<file path="src/design/datapathPkg.sv">
package datapathPkg;

	// Bus and register width
	localparam int dataWidth = 32;

	// General register file size
	localparam int regCount = 16;
	localparam int regSelWidth = 4;

	// Internal RAM, addressed by the low MAR bits
	localparam int ramDepth = 512;
	localparam int ramAddrWidth = 9;

	// Register fields in the instruction word
	// Opcode sits above ra, each field is regSelWidth wide
	localparam int raLsb = 23;
	localparam int rbLsb = 19;
	localparam int rcLsb = 15;

	// ALU operation, one per ALU strobe
	// aluNone passes the bus straight to Z
	typedef enum logic [3:0] {
		aluNone,
		aluAdd,
		aluSub,
		aluAnd,
		aluOr,
		aluShl,
		aluShr,
		aluShra,
		aluRol,
		aluRor,
		aluNeg,
		aluNot,
		aluInc
	} aluOp;

endpackage
</file>
<file path="src/design/ioPorts.sv">
`timescale 1ns/1ps

module ioPorts (
	input  logic                             clock,
	input  logic                             arstN,
	input  logic                             OutPortin,
	input  logic [datapathPkg::dataWidth-1:0] InPortdata,
	input  logic [datapathPkg::dataWidth-1:0] busData,
	output logic [datapathPkg::dataWidth-1:0] inPortData,
	output logic [datapathPkg::dataWidth-1:0] OutPortdata
);
	import datapathPkg::*;

	// Input sampled every edge, so the bus sees last step's pin value
	always_ff @(posedge clock or negedge arstN) begin
		if (!arstN) begin
			inPortData <= '0;
		end else begin
			inPortData <= InPortdata;
		end
	end

	// Output port holds until the next OutPortin
	always_ff @(posedge clock or negedge arstN) begin
		if (!arstN) OutPortdata <= {dataWidth{1'b0}};
		else if (OutPortin) OutPortdata <= busData;
	end

endmodule

</file>
<file path="config.mk">
export PLATFORM = sky130hd
export DESIGN_NAME = ioPorts
export DESIGN_NICKNAME = d
export VERILOG_FILES = /design/src/design/datapathPkg.sv /design/src/design/ioPorts.sv
export SDC_FILE = /design/constraint.sdc
export NUM_CORES = 1
export LEC_CHECK = 0
export ABC_AREA = 0
export CAP_MARGIN = 5
export CORE_AREA = 3 3 67 69
export CTS_BUF_LIST = sky130_fd_sc_hd__clkbuf_8
export DETAILED_ROUTE_END_ITERATION = 10
export DIE_AREA = 0 0 70 72
export DONT_BUFFER_PORTS = 1
export PLACE_DENSITY_LB_ADDON = 0.08
export RECOVER_POWER = 50
export SKIP_CTS_REPAIR_TIMING = 1
export SYNTH_ARGS = -nofsm -noshare
export SYNTH_HDL_FRONTEND = slang
export SYNTH_SLANG_ARGS = --single-unit
</file>
<file path="constraint.sdc">
create_clock -name clock -period 1 [get_ports clock]
set_input_delay 0 -clock clock [delete_from_list [all_inputs] [get_ports clock]]
set_output_delay 0 -clock clock [all_outputs]
set_load 0.005 [all_outputs]
</file>
# Word-level counts from Yosys, hierarchy flattened
# Cells that the tools add are included.
[word_totals]
register_bits = 64
output_inout_bits = 64

# Logic depth before layout (Yosys ltp)
[logic_depth]
ltp_word = 0
depth_mapped = 3
depth_no_buf = 1

# Worst setup path after synthesis
# No wires, ideal clock.
[synth_timing]
path_kind = "reg2reg"
start = "register, netlist name OutPortdata[10]"
end = "register OutPortdata[10] (netlist name)"
arrival_ps = 623
t_required_ps = 875
slack_ps = 252
stages_incl_launch_ff = 2
n_path_buf = 0
period_less_slack_ps = 748
cell_sequence = "dfrtp_1 -> mux2_4"
[synth_lines]
columns = ["element", "line_no", "source"]
rows = [
  ["to (signal assigned)", "ioPorts.sv:25", "if (!arstN) OutPortdata <= {dataWidth{1'b0}};"],
  ["to (signal assigned)", "ioPorts.sv:26", "else if (OutPortin) OutPortdata <= busData;"],
  ["to (decl)", "ioPorts.sv:10", "output logic [datapathPkg::dataWidth-1:0] OutPortdata"],
]

==> flow_summary.ini <==
[sta]
min_period_ns = 0.810
setup_ws_ns = 0.190
slew_headroom = 0.914
tns_ns = 0
finClkSkew_ns = 0
hold_viol_final = 96
rsz0062_at_grt = false
final_max_slew_viol_count = 0
clock.fmax_mhz = 1230
worst_pin_slew_ns = 0.129
fin_crit_sh = 0.810
setup_viol = 0
whs_ns = -0.639

[outcome]
status = finished with violations
violations = hold timing

[global_route]
grt_usage = 0.161
grt_max_degree = 65
antenna_found_initial = 0
grt_pass1_wl_um = 5790
grt_pass1_vias = 1036
gr-total-overflow = 0

[synthesis]
synth_nets = 167
ys_seq_elements = 64
synthCells = 100
synth_area_um2 = 2150
synth_seq_area_share = 0.746
avgSynthCellArea_um2 = 21.5
yosysWarnings = 0
synth_cell_types = 5

[cells_and_area]
fin_nets = 238
diodes = 0
stdcell_count = 226
design_area_um2 = 2980
area_delta_synth_final_pct = 39.1
final_cell_mix = dfrtp_1 (64), dlygate4sd3_1 (64), mux2_4 (30)
drive_above_1_share = 0.273

[routing]
vias_per_cell = 5.11
route.detailed.drc = 0
wl_met1_um = 1480
drt_iter0_drc = 31
antenna_left = 0
wl_per_cell_um = 20.7
met3_length_um = 471
wl_met2_um = 2600
first_pass_iters = 5
top_layer = met4
drt-total-wl_um = 4690
vias = 1155

[placed_design]
place_inst = 146
post-place-ws_ns = 0.197
gp_congestion = 0.658
placed_area_um2 = 2140
io_buffers = 0

[critical_path]
cp_num_buf_inv = 0
cp_data_required_time_ns = 1.21
critPathMaxStageDelay_ns = 0.41
worstPathCellList = mux2_4
crit_path_start_kind = register
worstSetupPathType = register to register
arrival_ns = 1.02
reg2reg_depth = 1
worst-path-stages = 1
path_max_fanout = 2
slowest_stage = dfrtp_1
critPathCaptureType = register
path_delay_family = flip-flops

[die]
ios = 131
design.core.area_um2 = 3970
die_h_um = 72
die_x_um = 70
rows = 23
start_util = 0.540
dieArea_um2 = 5040

[run]
cap_violations = 0

[power_and_ir_drop]
p_leak_uw = 0.00137
peakVddDrop_uv = 1660
power_density_nw_per_um2 = 1870
fin_total_pwr_uw = 5580

[clock_network]
cts_max_level = 3
path_clk_slew_ns = 0.07
cts-buffers-inserted = 9
clock_path_buffers = 2
worstSkewPairLatency_ns = 0.33
cts_sinks = 64
cts-root-buf = clkbuf_8
cts_tree = done

[worst_hold_path]
hold_path_class = input port to async pin
==> per-stage QoR <==
| stage | utilization | hold slack (ns) |
|---|---|---|
| 2_1_floorplan | - | -0.296 |
| 3_3_place_gp | 0.538 | -0.294 |
| 3_5_place_dp | 0.538 | -0.294 |
| 4_1_cts | 0.590 | -0.654 |
| 5_1_grt | 0.751 | -0.680 |
| 6_report | 0.751 | -0.639 |
==> Yosys cell counts <==
library cell  instances  area, µm²
buf_12                3       60.1
mux2_4               30        450
buf_6                 1       11.3
mux2_2                2       22.5
dfrtp_1              64       1600
==> kinds of logic (layout without fill, tap and decap cells) <==
logic type | Yosys count | in the layout | share of synthesized area
flops | 64 | 64 | 0.746
mux | 32 | 32 | 0.220
buf+inv | 4 | 80 | 0.0332
==> area by class of cell <==
class	instances	area [µm²]
fill	246	987
tap	50	62.6
clock buffer	10	138
timing repair buffer	64	641
sequential	64	1600
multi-input combinational	32	473
clock inverter	6	68.8
==> layer usage <==
metal  global-route usage  vias to the layer above
li1                     -                      481
met4                0.109                        0
met3               0.0997                       14
met5                    0                        -
met2                0.239                       79
met1                0.172                      581
==> path summary, 6_finish.rpt <==
path                                 start              end  slack (ns)
max reg2reg                OutPortdata[10]  OutPortdata[10]        0.19
min                                  arstN  OutPortdata[20]       -0.64
min reg2reg                OutPortdata[19]  OutPortdata[19]        0.54
max in group asynchronous            arstN  OutPortdata[29]        1.54
max                        OutPortdata[10]  OutPortdata[10]        0.19
min in group clock               OutPortin   OutPortdata[0]       -0.17
==> state kept, by name, summed over array words and instances (netlist names) <==
name	flops
OutPortdata	32
inPortData	32
==> power by group <==
group	switching [µW]	internal, µW	leakage (µW)
Clock	979	1230	0.000102
Combinational	81.3	353	0.000521
Sequential	152	2790	0.000747
Total	1210	4360	0.00137
(Power assumes the default switching activity.)
