$ cat config.mk
export PLATFORM = sky130hd
export DESIGN_NAME = regFile
export DESIGN_NICKNAME = d
export VERILOG_FILES = /design/src/design/datapathPkg.sv /design/src/design/regFile.sv
export SDC_FILE = /design/constraint.sdc
export NUM_CORES = 1
export LEC_CHECK = 0
export BUFFER_PORTS_ARGS = -buffer_cell sky130_fd_sc_hd__buf_2
export CELL_PAD_IN_SITES_DETAIL_PLACEMENT = 0
export CELL_PAD_IN_SITES_GLOBAL_PLACEMENT = 2
export CORE_ASPECT_RATIO = 0.9
export CORE_UTILIZATION = 43
export CTS_BUF_LIST = sky130_fd_sc_hd__clkbuf_8
export CTS_CLUSTER_SIZE = 10
export DETAILED_ROUTE_END_ITERATION = 16
export PLACE_DENSITY = 0.79
export SKIP_LAST_GASP = 1
export SLEW_MARGIN = 25
export SYNTH_ARGS = -nofsm -noshare
export SYNTH_HDL_FRONTEND = slang
export SYNTH_SLANG_ARGS = --single-unit
$ cat constraint.sdc
create_clock -name clock -period 2.15 [get_ports clock]
set_input_delay 0.43 -clock clock [delete_from_list [all_inputs] [get_ports clock]]
set_output_delay 0.43 -clock clock [all_outputs]
set_load 0.02 [all_outputs]
$ cat src/design/datapathPkg.sv
package datapathPkg;

	// Bus and register width
	localparam int dataWidth = 32;

	// General register file size
	localparam int regCount = 16;
	localparam int regSelWidth = 4;

	// Internal RAM, addressed by the low MAR bits
	localparam int ramDepth = 512;
	localparam int ramAddrWidth = 9;

	// Register fields in the instruction word
	// Opcode sits above ra, each field is regSelWidth wide
	localparam int raLsb = 23;
	localparam int rbLsb = 19;
	localparam int rcLsb = 15;

	// ALU operation, one per ALU strobe
	// aluNone passes the bus straight to Z
	typedef enum logic [3:0] {
		aluNone,
		aluAdd,
		aluSub,
		aluAnd,
		aluOr,
		aluShl,
		aluShr,
		aluShra,
		aluRol,
		aluRor,
		aluNeg,
		aluNot,
		aluInc
	} aluOp;

endpackage
$ cat src/design/regFile.sv
`timescale 1ns/1ps

module regFile (
	input  logic                               clock,
	input  logic                               arstN,
	input  logic                               Rin,
	input  logic                               BAout,
	input  logic [datapathPkg::regSelWidth-1:0] regSel,
	input  logic [datapathPkg::dataWidth-1:0]   busData,
	output logic [datapathPkg::dataWidth-1:0]   regData
);
	import datapathPkg::*;

	// R0 to R15
	logic [dataWidth-1:0] regs [regCount];
	// Base-address mode on R0
	logic baseZero;

	// Single write port at regSel
	always_ff @(posedge clock or negedge arstN) begin
		if (!arstN) begin
			for (int i = 0; i < regCount; i++) begin
				regs[i] <= '0;
			end
		end else if (Rin) begin
			regs[regSel] <= busData;
		end
	end

	assign baseZero = BAout && (regSel == '0);

	// Read port, R0 reads as zero for base addressing
	assign regData = baseZero ? '0 : regs[regSel];

	// A write and a base-address read cannot share a step
	rinBaoutExclusive: assert property (
		@(posedge clock) disable iff (!arstN)
		!(Rin && BAout)
	) else $error("Rin and BAout high in the same cycle");

endmodule

== Word level (Yosys, flattened, before mapping) ==
Index checks and enable logic that the tools add are counted.

* Bits in read-only memories: 0
* Bits in latches: 0
* Input port bits: 40
* Memories: 0
* Output and inout bits: 32
* Bits in registers: 512
* Memory bits (writable): 0

* $add $sub $neg: 0
* Bitwise logic cells: 1
* Multiply operators: 0
* Div/mod/pow operators: 0
* Reductions and logical operators: 3
* Order comparisons: 2
* Equal/unequal tests: 0
* Shifts and indexed selects: 0
* Mux-type cells: 7

{| class="wikitable"
|+ Operator list
! cell !! count
|-
| $bwmux 512 || 1
|-
| $bmux 32 s4 || 1
|-
| $demux 32 s4 || 1
|-
| $mux 32 || 4
|-
| $ge 5x5->1 const B || 1
|-
| $lt 5x1->1 const B || 1
|-
| $not 4->5 || 1
|-
| $logic_not 4->1 || 1
|-
| $logic_and 1x1->1 || 2
|}

== Logic depth before layout (Yosys ltp) ==
* Depth in word-level cells: 6
* Depth in mapped cells: 6

== Least setup slack after synthesis ==
No wires, ideal clock.

* Path type: input to output
* Start point: input port regSel[1] (netlist name)
* End point: output port regData[21] (netlist name)
* Slack: -0.157 ns
* Arrival: 1.877 ns
* Required time: 1.720 ns
* Stages on the path: 6
* Path through: buf_2 buf_4 buf_2 mux2i_1 a22o_1 o31ai_1

* Word-level cells in the longest chain between the ends: 5

{| class="wikitable"
|+ Ends and longest elaborated chain
! item !! line !! text
|-
| start, declared || regFile.sv:8 || <nowiki>input logic [datapathPkg::regSelWidth-1:0] regSel,</nowiki>
|-
| $not 4->5 (not written as such) || regFile.sv:33 || <nowiki>assign regData = baseZero ? '0 : regs[regSel];</nowiki>
|-
| $bmux 32 s4 || regFile.sv:33 ||
|-
| $mux 32 (not written as such) (2 in series) || regFile.sv:33 ||
|-
| $mux 32 (*) || regFile.sv:33 ||
|-
| end, declared || regFile.sv:10 || <nowiki>output logic [datapathPkg::dataWidth-1:0] regData</nowiki>
|}

Mark *: on every way between the ends. The rest lies on a longest branch, timed or not. The select of a mux whose other input is x is not followed.

== Final worst setup path ==
* Start point: register regs[390] (netlist name)
* End point: output port regData[6] (netlist name)

* Word-level cells in the longest chain between the ends: 4

{| class="wikitable"
|+ Ends and longest elaborated chain
! item !! line !! text
|-
| start, declared || regFile.sv:15 || <nowiki>logic [dataWidth-1:0] regs [regCount];</nowiki>
|-
| start signal, assigned by index || regFile.sv:26 || <nowiki>regs[regSel] <= busData;</nowiki>
|-
| $bmux 32 s4 || regFile.sv:33 ||
|-
| $mux 32 (not written as such) (2 in series) || regFile.sv:33 ||
|-
| $mux 32 || regFile.sv:33 ||
|}

No other way between the ends. The select of a mux whose other input is x is not followed.

==> qor.yml <==
status: "finished, violations left"
violations: "design-rule violations, negative setup slack"
path_cells: "mux4_2 -> a32oi_2 -> buf_4 -> o31ai_2 -> buf_4"
leakagePower_uw: 0.0124
diodes: 0
dp_slack_ns: -0.319
syn_inst: 1520
cts.path.max_buffers: 3
synth_edf_count: 0
regMostFlops: "regs"
cts_made_buffers: 87
drt_pass1_iterations: 11
largest_registers: "regs x512"
synth-main-ff-cell: "dfrtp_1"
finalPower_uw: 27200
antenna_found_initial: 3
drive_above_1_share_pct: 53.8
final_common_cell: "dfrtp_1"
syn_nets: 1560
wl_um: 58600
largest_reg_flops: 512
fin_crit_ns: 2.54
fill_cells: 4359
gp_congestion: 0.753
antenna_left: 0
clkLatencyLatePin_ns: 0.64
worstMarginPinSlew_ns: 0.456
synth_top_area_share_pct: 55.2
fin_util_pct: 52.6
cts.sinks: 512
io_buffer_count: 71
viasPerCell: 5.69
cp.required_ns: 1.72
relSlewSlack_pct: 69.6
cts_htree_levels: 3
coreArea_um2: 53200
slew_viol_final: 0
placed_area_um2: 25800
grt_use_total_pct: 22.2
ys_warn_count: 0
synth_area_um2: 23200
area_growth_pct: 20.4
cts.clk_slew.worst_paths_ns: 0.06
fp.dieW_um: 247
synth_seq_cells: 512
critical_path.startpoint_type: "register"
slowest_stage: "mux4_2"
drc_errors: 12
synth_cell_types: 29
layout_setup_ws_ns: -0.391
crit_type: "register to output port"
worstHoldPathType: "input pin to register"
vias: 13879
end_kind: "output port"
fin_worst_skew_ns: 0
rows: 80
grt_pass1_vias: 15080
grt_pass1_wl_um: 91700
post-dp-hpwl_um: 37000
critPathMaxStageDelay_ns: 0.48
yosysTopAreaCell: "dfrtp_1"
crit_top_cell: "buf_4"
cellPowerDensity_nw_per_um2: 974
nets: 1718
design_area_um2: 28000
start_util_pct: 43.7
layout_common_cells: "dfrtp_1 (512), mux2_2 (464), mux2i_1 (128), clkbuf_8 (112), buf_4 (106)"
max_cap_viol_count: 0
avgSynthCellArea_um2: 15.3
wl_per_cell_um: 24.0
floorplan.die_area_um2: 54900
clock_tree.root_cell: "clkbuf_8"
arrival_ns: 2.11
synthArstFlopShare_pct: 100
drt-initial-drc-count: 798
io_pins: 72
max_freq_ghz: 0.394
synthTopCellsByArea: "dfrtp_1 (55%), mux2_2 (23%), mux4_2 (6.2%), mux2i_1 (5.5%), a22o_1 (2.4%)"
cts_tree: "built"
ir_drop_uv: 704
die_height_um: 222
crit_fanout: 2
grt_max_degree: 83
setup_viol: 32
post-route-period-util_pct: 118
grt_remaining_overflow: 0
rsz0062_at_grt: "true"
seq_area_frac_synth_pct: 55.2
final-hold-violation-count: 0
==> metrics by stage <==
stage               setup TNS, ns  std cells  hold WS [ns]
floorplan                 -0.0289       1520         0.134
global placement           -13.27       2279         0.360
detailed placement         -15.72       2279         0.366
CTS                        -12.85       2438         0.151
global route               -14.18       2440         0.188
finish                     -10.91       2440         0.212
==> final cells by class <==
class | instances | area (µm²) | area share, %
Sequential cell | 512 | 12800 | 45.8
Multi-Input combinational cell | 862 | 10300 | 36.9
Timing Repair Buffer | 213 | 2160 | 7.74
Clock buffer | 112 | 1540 | 5.52
Tap cell | 697 | 872 | 3.12
Clock inverter | 42 | 231 | 0.828
Inverter | 2 | 7.51 | 0.0269
==> where the power goes <==
part	switching, µW	internal, µW	leakage [µW]	total (µW)
combinational	2210	3210	0.00513	5420
clock	3940	4890	0.00103	8830
sequential	1090	11900	0.00628	13000
total	7240	20000	0.0124	27200
==> critical path, delay by kind of cell, from the launching register on <==
family	cells	cell delay [ns]
buffers and inverters	2	0.33
AO/OA/AOI/OAI	2	0.25
flip-flops	1	0.38
multiplexers	1	0.48
==> cells in the mapped netlist (all sizes together) (2+ instances only) <==
| cell | n |
|---|---|
| mux2 | 512 |
| a22o | 64 |
| dfrtp | 512 |
| nand3 | 3 |
| nand2b | 2 |
| clkbuf | 70 |
| buf | 74 |
| o31ai | 32 |
| nor2b | 4 |
| mux4 | 64 |
| a32oi | 32 |
| nor2 | 4 |
| mux2i | 128 |
| nor3 | 6 |
| inv | 2 |
| nand2 | 3 |
==> logic make-up after synthesis <==
logic type	count (synthesis)	share of synthesized area [%]
AND/OR/NAND/NOR	30	0.781
buffers and inverters	146	2.83
multiplexers	704	36.6
flip-flops	512	55.2
AO/OA/AOI/OAI	128	4.66
==> repair_timing <==
item,4_1_cts,5_1_grt
pin swaps,29,8
hold buffers,1,0
endpoints found under the hold margin,32,0
buffers inserted,5,3
endpoints found under the setup margin,32,32
gates cloned,0,0
gates resized for setup,52,15
==> worst paths after layout <==
kind	endpoint	cells after the start	startpoint	slack, ns
min in group asynchronous	regs[233]	2	arstN	0.29
worst max register to register	regs[263]	2	regs[263]	1.24
worst min-delay path	regs[350]	2	busData[30]	0.21
worst min register to register	regs[326]	1	regs[326]	0.49
worst max-delay path	regData[6]	5	regs[390]	-0.39
max in group asynchronous	regs[110]	3	arstN	1.06
==> routing by layer <==
layer  share of wire, %  track usage [%]  up-vias
li1                   -                -     6032
met1                 48             32.5     7485
met2                 45             33.3      252
met3                4.1             4.17      106
met4                2.3             6.53        4
met5              0.046                0        -
(Power assumes the default switching activity.)
