--- src/design/datapathPkg.sv ---
package datapathPkg;

	// Bus and register width
	localparam int dataWidth = 32;

	// General register file size
	localparam int regCount = 16;
	localparam int regSelWidth = 4;

	// Internal RAM, addressed by the low MAR bits
	localparam int ramDepth = 512;
	localparam int ramAddrWidth = 9;

	// Register fields in the instruction word
	// Opcode sits above ra, each field is regSelWidth wide
	localparam int raLsb = 23;
	localparam int rbLsb = 19;
	localparam int rcLsb = 15;

	// ALU operation, one per ALU strobe
	// aluNone passes the bus straight to Z
	typedef enum logic [3:0] {
		aluNone,
		aluAdd,
		aluSub,
		aluAnd,
		aluOr,
		aluShl,
		aluShr,
		aluShra,
		aluRol,
		aluRor,
		aluNeg,
		aluNot,
		aluInc
	} aluOp;

endpackage
--- src/design/instrDecode.sv ---
`timescale 1ns/1ps

module instrDecode (
	input  logic                                clock,
	input  logic                                arstN,
	input  logic                                IRin,
	input  logic                                Gra,
	input  logic                                Grb,
	input  logic                                Grc,
	input  logic [datapathPkg::dataWidth-1:0]    busData,
	output logic [datapathPkg::regSelWidth-1:0] regSel
);
	import datapathPkg::*;

	// Instruction register, loaded from the bus
	logic [dataWidth-1:0] irReg;

	always_ff @(posedge clock or negedge arstN) begin
		if (!arstN) begin
			irReg <= '0;
		end else if (IRin) begin
			irReg <= busData;
		end
	end

	// Field pick, ra wins over rb, rb over rc
	always_comb begin
		if (Gra) regSel = irReg[raLsb +: regSelWidth];
		else if (Grb) regSel = irReg[rbLsb +: regSelWidth];
		else if (Grc) regSel = irReg[rcLsb +: regSelWidth];
		else regSel = '0;
	end

	gSelOneHot: assert property (
		@(posedge clock) disable iff (!arstN)
		$onehot0({Gra, Grb, Grc})
	) else $error("More than one of Gra, Grb, Grc high");

endmodule

--- config.mk ---
export PLATFORM = sky130hd
export DESIGN_NAME = instrDecode
export DESIGN_NICKNAME = d
export VERILOG_FILES = /design/src/design/datapathPkg.sv /design/src/design/instrDecode.sv
export SDC_FILE = /design/constraint.sdc
export NUM_CORES = 1
export LEC_CHECK = 0
export BUFFER_PORTS_ARGS = -buffer_cell sky130_fd_sc_hd__buf_2
export CAP_MARGIN = 10
export CORE_AREA = 5 5 46 48
export CTS_CLUSTER_SIZE = 40
export DETAILED_ROUTE_END_ITERATION = 7
export DIE_AREA = 0 0 51 53
export GPL_TIMING_DRIVEN = 0
export PLACE_DENSITY_LB_ADDON = 0.1
export SETUP_SLACK_MARGIN = 0.02
export SLEW_MARGIN = 25
export SYNTH_ARGS = -nofsm -noshare
export SYNTH_HDL_FRONTEND = slang
export SYNTH_SLANG_ARGS = --single-unit
export TNS_END_PERCENT = 50
--- constraint.sdc ---
create_clock -name clock -period 0.8 [get_ports clock]
set_input_delay 0.04 -clock clock [delete_from_list [all_inputs] [get_ports clock]]
set_output_delay 0.04 -clock clock [all_outputs]
set_load 0.005 [all_outputs]
==> Word level (Yosys, flattened, before mapping) <==
Index checks and enable logic that the tools add are counted.
{ "totals": {"regBits": 27, "inputBits": 38, "output_inout_bits": 4} }
{ "op_classes": {"mux": 3} }
{ "ops": {"columns": ["operator", "n"], "rows": [
  ["two-way mux 4 bit", 3]
]} }

==> Logic depth before layout (Yosys ltp) <==
Gate-level depths: netlist of the first run.
{ "depth": {"word_depth": 3, "ltp_mapped": 2, "ltp_nobuf": 2} }

==> Worst setup path after synthesis of the first run <==
No wires, ideal clock.
{ "synth_timing": {"path_kind": "register to register", "start": "register, netlist name irReg[20]", "end": "register irReg[20]", "setup_ns": 0.125, "arrival_ns": 0.604, "required_time_ns": 0.675, "setup_slack_ns": 0.071, "path_stages_with_launch": 2, "synth_period_minus_slack_ns": 0.729, "cell_sequence": "dfrtp_1 > mux2_4"} }
{ "synth_rtl": {"columns": ["element", "line", "source"], "rows": [
  ["to (signal assigned)", "instrDecode.sv:22", "irReg <= busData;"],
  ["to (decl)", "instrDecode.sv:16", "logic [dataWidth-1:0] irReg;"]
]} }

==> Worst setup path after layout of the first run <==
{ "layout_timing": {"start": "register irReg[19]", "end": "output regSel[0] in the netlist's numbering"} }
{ "layout_between": {"elab_chain_len": 2} }
{ "layout_rtl": {"columns": ["element", "line", "source"], "rows": [
  ["two-way mux 4 bit", "instrDecode.sv:29", "else if (Grb) regSel = irReg[rbLsb +: regSelWidth];"],
  ["two-way mux 4 bit", "instrDecode.sv:28", "if (Gra) regSel = irReg[raLsb +: regSelWidth];"],
  ["to (decl)", "instrDecode.sv:11", "output logic [datapathPkg::regSelWidth-1:0] regSel"]
]} }
No other way between the ends.

==> results.md, run 1 <==
- The remaining max-slew budget at the tightest pin is 81.81%.
- Setup violations remaining at the end of the flow were counted as 8.
- The cell row count is 15.
- The floorplan step set the die height to 53 um.
- Global routing used 10.89% of the available tracks across all layers.
- STA classifies the critical path endpoint as a primary output.
- The clock slew seen by the registers of the worst setup and hold paths is 0.07 ns.
- The worst hold slack is 0.06599 ns.
- The number of nets produced by synthesis is 79.
- The number of global-route vias before repair came to 498.
- The clock buffer count from CTS is 3.
- The leakage dissipation is 0.4726 nW.
- The CTS sink count is 12.
- The area share of xor/xnor cells in the synthesized design is 0%.
- The post-synthesis instance total is 41.
- Detailed placement ended at an HPWL of 834.5 um.
- The kind of critical path is reg2out.
- The run finished, with violations left.
- The final routed DRC violation total is 0.
- Setup repair after global routing could not meet its margin everywhere.
- The number of antenna diodes in the final layout is 0.
- The power density over the cells is 1639 nW/um^2.
- Sequential elements use 51.84% of the synthesized area.
- For the worst setup path, the data required time is 0.76 ns.
- The count of synthesis-stage warnings from yosys is 0.
- The register with the most flip-flops is irReg.
- The class of the most critical hold timing path is in2reg.
- The initial core utilization is 34.68%.
- The post-place instance area is 705.7 um^2.
- The number of antenna violations at the first check in global routing is 0.
- The share of post-route cells with drive strength above 1 is 55.95%.
- The maximum vdd drop is 1124 uV.
- TritonCTS built the clock tree.
- The floorplan step set the die width to 51 um.
- The area of the placeable core is 1670 um^2.
- The total wire length is 1.327 mm.
- The area fraction in compound gates after synthesis is 6.911%.
- The clock insertion delay at the later pin of the skew report is 0.27 ns.
- The worst path uses 127.1% of the clock period.
- In this run the remaining antenna-violating nets after routing total 0.
- In the final layout, the multi-input gates occupy 282.8 um^2.
- The combinational family with the most area after synthesis is multiplexers.
- In the final routed layout, each cell accounts on average for 13.14 um.
- The netlist area before placement is 579.3 um^2.
- Summing all non-filler instances in the final layout gives an area of 932.1 um^2.
- The maximum number of pins on one net before global-route repair is 13.
- In this run the tool buffered the top-level ports with 21 buffer cells.
- Of the total synthesized cell area, the portion taken by AND, OR, NAND and NOR gates is 9.503%.
- After the first detailed-routing iteration, the DRC count stood at 1.
- The flip-flop count of the largest register, all copies and words added is 12.
- For the pin with the worst max-slew slack, the measured transition is 0.2729 ns.
- The area growth from synthesis to final layout is 60.91%.
- The maximum level of the CTS H-tree is 1.
- The post-synthesis average cell area is 14.13 um^2.
- The largest driver fanout on the critical path is 2.
- The first global-routing pass estimated 2.104 mm of wire.
- The unique cell type count in the Yosys netlist is 7.
- The proportion of synthesized area in mux cells is 29.81%.
- The final reports fail on negative setup slack.
- The time the final worst path needs with I/O delays and setup is 1.017 ns.
- The maximum clock frequency is 0.9831 GHz.
- Counting the fill cells in the layout gives 154.
- The critical path startpoint category is a flop.
- Counting along the longest clock path gives a buffer depth of 2.
- The root buffer cell chosen for the clock tree is clkbuf_4.
- The max-slew violation count is 0.
- 42 I/O pins were placed.
- The data arrival time of the critical path is 0.98 ns.
- The via-per-instance ratio is 4.683.
- The slack of the worst reg-to-reg path is -0.21 ns.
- Across the whole layout, storage elements account for 300.3 um^2.
- The detailed-route via count is 473.
- The first-pass iteration count of the detailed router is 3.
- The number of storage elements in the synthesis netlist is 12.
- In the post-route analysis, the smallest setup slack over all paths is -0.2172 ns.
- The largest registers in the layout are irReg: 12 flops.
- The layout net count is 123.
- The area of the die is 2703 um^2.
- The residual overflow from global routing is 0.
- The number of maximum-capacitance constraint violations is 0.
- Across the routed clock network, the largest skew measured is 0 ns.
- The number of hold-slack violations in the final timing report came to 0.
- The share of synthesized cell area in full adder, half adder and majority cells is 0%.
- Routability-driven placement finished with a final weighted congestion of 0.6426.
==> synthesized netlist by cell type <==
library cell,n,area share (%)
a21oi_1,8,6.9
mux2_2,2,3.9
nand3b_1,4,5.2
dfrtp_1,12,52
nor2b_1,4,4.3
buf_6,1,1.9
mux2_4,10,26
==> report_power, final <==
part / switching, mW / total, mW / internal (mW)
clock network: 0.204 / 0.481 / 0.277
registers: 0.0353 / 0.702 / 0.667
logic: 0.111 / 0.344 / 0.233
total: 0.351 / 1.53 / 1.18
==> layer usage <==
layer	vias to the layer above	share of wire (%)	track usage [%]
li1	234	-	-
met1	218	42	11.46
met2	21	49	19.74
met3	0	8.4	5.634
met4	0	0	1.345
met5	-	0	0
==> final cells by class <==
type,count,area share (%)
Multi-Input combinational cell,28,30.34
Clock buffer,4,3.893
Sequential cell,12,32.21
Buffer,1,1.208
Tap cell,17,2.282
Timing Repair Buffer,39,30.07
==> cells in the final DEF, fill, tap and decap left out, drive strengths merged <==
| cell type | count |
|---|---|
| dfrtp | 12 |
| nand3b | 4 |
| mux2 | 12 |
| a21oi | 8 |
| buf | 27 |
| clkbuf | 4 |
| dlygate4sd3 | 10 |
| nor2b | 4 |
| dlymetal6s4s | 3 |
==> stage by stage <==
stage	TNS [ns]	worst slack (ns)	cells	total power, mW	util (%)
detailed placement	0	0.009457	79	0.9618	42.25
floorplan	0	0.07057	41	0.8525	-
global route	-1.689	-0.3039	101	1.619	55.81
global placement	0	0.006351	79	0.9605	42.25
finish	-1.318	-0.2172	101	1.527	55.81
CTS	-1.076	-0.2446	98	1.520	53.11
==> critical path, cell delays in order, from the launching register on <==
cell and delay [ns]:
dfrtp_1 0.39, a21oi_2 0.14, a21oi_2 0.06, buf_2 0.12
==> cells by family (layout without fill, tap and decap cells) <==
family                 count (synthesis)  count (layout)
AOI/OAI and AO/OA                      8               8
DFF                                   12              12
buffers and inverters                  1              44
and+or+nand+nor                        8               8
muxes                                 12              12
==> final timing paths <==
| kind | startpoint | endpoint | cells past startpoint |
|---|---|---|---|
| max in group asynchronous | arstN | irReg[26]$_DFFE_PN0P_ | 2 |
| worst min register to register | irReg[25]$_DFFE_PN0P_ | irReg[25]$_DFFE_PN0P_ | 1 |
| min in group asynchronous | arstN | irReg[20]$_DFFE_PN0P_ | 2 |
| worst max-delay path | irReg[19]$_DFFE_PN0P_ | regSel[0] | 3 |
| worst min-delay path | IRin | irReg[19]$_DFFE_PN0P_ | 2 |
| worst max register to register | irReg[22]$_DFFE_PN0P_ | irReg[22]$_DFFE_PN0P_ | 3 |
==> timing repair <==
item	4_1_cts	5_1_grt
setup buffers	2	3
hold buffers	13	0
pin swaps	3	1
endpoints found under the setup margin	4	10
endpoints found under the hold margin	24	0
gates resized for setup	0	7
No activity file was read; power rests on OpenSTA's default activity.
==> inputs of run 2 (changes only) <==
--- a/config.mk
+++ b/config.mk
@@ -13,7 +13,6 @@
 export DIE_AREA = 0 0 51 53
 export GPL_TIMING_DRIVEN = 0
 export PLACE_DENSITY_LB_ADDON = 0.1
-export SETUP_SLACK_MARGIN = 0.02
 export SLEW_MARGIN = 25
 export SYNTH_ARGS = -nofsm -noshare
 export SYNTH_HDL_FRONTEND = slang
==> run 2 against run 1 <==
Against the previous run: the run still ends with negative setup slack left; clock skew unchanged; via count unchanged; clock power about the same; final cell count unchanged; hold slack about the same; wire length increased by 0.15%; largest cell class unchanged; largest power group unchanged.
==> results.md, run 2 (synthesis gave the netlist of run 1 again) <==
- The post-layout utilization of the core is 55.36% (was 55.81%).
- Largest registers ranked by flip-flop count: irReg: 12 flops (unchanged).
- Violations in the final reports: negative setup slack (unchanged).
- The final setup violation count was 8 (unchanged).
- The number of global-route vias before repair is 498 (unchanged).
- Run status: finished with violations (unchanged).
- The required time reported for the critical path endpoint is 0.76 ns (about the same).
- The launch instance of the worst register-to-register path is irReg[22]$_DFFE_PN0P_ (unchanged).
- The data arrival time of the critical path is 0.98 ns (about the same).
- The clock insertion delay at the later pin of the skew report is 0.27 ns (about the same).
- The first-pass iteration count of the detailed router is 3 (unchanged).
- The number of placed I/O pins was 42 (unchanged).
- The launching element of the worst setup path is irReg[19]$_DFFE_PN0P_ (unchanged).
- The critical path endpoint category is a primary output (unchanged).
- The area growth from synthesis to final layout is 59.61% (was 60.91%).
- The initial core utilization is 34.68% (unchanged).
- The proportion of power drawn by combinational gates is 22.4% (was 22.5%).
- Highest-count cells in the layout ignoring fill and taps: buf_2 (21), dlygate4sd3_1 (13), dfrtp_1 (12), mux2_4 (10), buf_4 (5) (was buf_2 (21), dfrtp_1 (12), mux2_4 (10), dlygate4sd3_1 (10), buf_4 (5)).
- The layout net count is 123 (unchanged).
- The number of antenna violations at the first check in global routing is 0 (unchanged).
- The maximum number of pins on one net before global-route repair is 13 (unchanged).
- The flip-flop count of the largest register, all copies and words added is 12 (unchanged).
- The worst-margin pin slew is 0.2728 ns (was 0.2729 ns).
- The share of the cycle needed by the critical path after routing is 127.2% (was 127.1%).
- The number of hold-slack violations in the final timing report is 0 (unchanged).
- The total inserted antenna cells is 0 (unchanged).
- The power density over the cells is 1649 nW/um^2 (was 1639 nW/um^2).
- The critical path startpoint category is a flop (unchanged).
- The worst setup slack after layout is -0.2175 ns (was -0.2172 ns).
- The cell row count is 15 (unchanged).
- The slack of the worst reg-to-reg path is -0.21 ns (about the same).
- The area of the die is 2703 um^2 (unchanged).
- The share of power burned in registers came to 46.1% (was 46.0%).
- The clock buffer count from CTS is 3 (unchanged).
- The detailed-route via count is 473 (unchanged).
- The register with the most flip-flops is irReg (unchanged).
- The via-per-instance ratio is 4.683 (unchanged).
- The clock share of power came to 31.5% (about the same).
- The maximum clock frequency is 0.9828 GHz (was 0.9831 GHz).
- The total negative setup slack is -1.319 ns (was -1.318 ns).
- The largest driver fanout on the critical path was 2 (unchanged).
- The number of maximum-capacitance constraint violations was 0 (unchanged).
- The kind of critical path is reg2out (unchanged).
- The worst reg2reg path endpoint is irReg[22]$_DFFE_PN0P_ (unchanged).
- The total wire length was 1.329 mm (was 1.327 mm).
- The DRC marker count from the first detailed-route iteration is 2 (was 1).
- The most common cell after layout, fill and taps aside is buf_2 (unchanged).
- The residual overflow from global routing is 0 (unchanged).
- The placed wire-length estimate is 834.5 um (unchanged).
- The leakage dissipation was 0.4460 nW (was 0.4726 nW).
- The CTS sink count is 12 (unchanged).
- The power dissipated by switching net loads is 350.8 uW (was 350.7 uW).
- The clock tree from TritonCTS is built (unchanged).
- The area of the placeable core came to 1670 um^2 (unchanged).
- The clock slew seen by the registers of the worst setup and hold paths is 0.07 ns (about the same).
- RSZ-0062 raised after global routing: true (unchanged).
- The time the final worst path needs with I/O delays and setup is 1.017 ns (about the same).
- The routed wirelength normalized by instance count is 13.16 um (was 13.14 um).
- The maximum clock path buffer count came to 2 (unchanged).
- The class of the most critical hold timing path is in2reg (unchanged).
- The worst setup path endpoint is regSel[0] (unchanged).
- The internal power component is 1.174 mW (was 1.177 mW).
- The count of input and output buffers came to 21 (unchanged).
- The root buffer cell is clkbuf_4 (unchanged).
- The number of routed nets with antenna violations came to 0 (unchanged).
- The maximum level of the CTS H-tree is 1 (unchanged).
- The layout filler cell count is 158 (was 154).
- The first-pass GRT wire length is 2.104 mm (unchanged).
- The switching part of the total power is 23.01% (was 22.96%).
- The total power is 1.525 mW (was 1.527 mW).
- The setup skew after layout is 0 ns (unchanged).
- The remaining max-slew budget at the tightest pin was 81.81% (about the same).
- The max-slew violation count is 0 (unchanged).
- The final routed DRC violation total was 0 (unchanged).
- The cell depth of the worst flop-to-flop path is 3 (unchanged).
- The aggregate global-route resource usage is 10.89% (unchanged).
- The overall die height is 53 um (unchanged).
- The maximum vdd drop is 1126 uV (was 1124 uV).
- The share of post-route cells with drive strength above 1 came to 55.95% (unchanged).
- The global placer's final weighted congestion is 0.6426 (unchanged).
- The die extent in x is 51 um (unchanged).
run 2: changes by cell type in the layout (fill, tap and decap cells not counted), sizes merged:
cell          before  now
dlymetal6s4s       3    0
dlygate4sd3       10   13
run 2: worst min-delay path by stage:
stage | from | end | slack [ns] | cells after the start
after global routing | IRin | irReg[18]$_DFFE_PN0P_ | 0.06 | 2
after global placement | arstN | irReg[20]$_DFFE_PN0P_ | -0.06 | 1
after floorplan | arstN | irReg[15]$_DFFE_PN0P_ | -0.26 | 0
after detailed placement | arstN | irReg[20]$_DFFE_PN0P_ | -0.06 | 1
after CTS | IRin | irReg[19]$_DFFE_PN0P_ | 0.06 | 2
final | IRin | irReg[19]$_DFFE_PN0P_ | 0.07 | 2
run 2: worst max-delay path: stages (launching register included):
cell and delay (ns):
dfrtp_1 0.39, a21oi_2 0.14, a21oi_2 0.06, buf_2 0.12
run 2: area by class of cell:
cell class,instances,area [um^2],area share (%)
clock buffers,4,36.28,3.924
flip-flops and latches,12,300.3,32.48
multi-input cells,28,282.8,30.58
plain buffers,1,11.26,1.218
well taps,17,21.27,2.300
repair buffers,39,272.8,29.50
run 2: per-stage QoR:
stage	cell area, um^2	worst slack, ns	std cells	hold slack [ns]
3_3_place_gp	705.7	0.006351	79	-0.05921
3_5_place_dp	705.7	0.009457	79	-0.06088
5_1_grt	924.6	-0.3040	101	0.06477
2_1_floorplan	579.3	0.07057	41	-0.2556
6_report	924.6	-0.2175	101	0.06554
4_1_cts	887.1	-0.2446	98	0.05910
run 2: repair_timing:
action                     CTS  global route
setup endpoints to repair    4             6
pin swaps                    3             1
resized for setup            0             4
hold buffers                13             0
buffers inserted             2             3
hold endpoints to repair    24             0
run 2: power by group through the flow:
stage	clock network, mW	logic [mW]	registers (mW)
finish	0.481	0.341	0.702
global route	0.535	0.373	0.708
CTS	0.507	0.313	0.700
detailed placement	0	0.249	0.713
global placement	0	0.249	0.711
floorplan	0	0.151	0.702
run 2: layer usage:
| layer | global-route usage [%] | share of wire [%] | vias up |
|---|---|---|---|
| met2 | 19.74 | 49 | 20 |
| met1 | 11.46 | 42 | 219 |
| met3 | 5.634 | 8.6 | 0 |
| met4 | 1.345 | 0 | 0 |
| li1 | - | - | 234 |
| met5 | 0 | 0 | - |
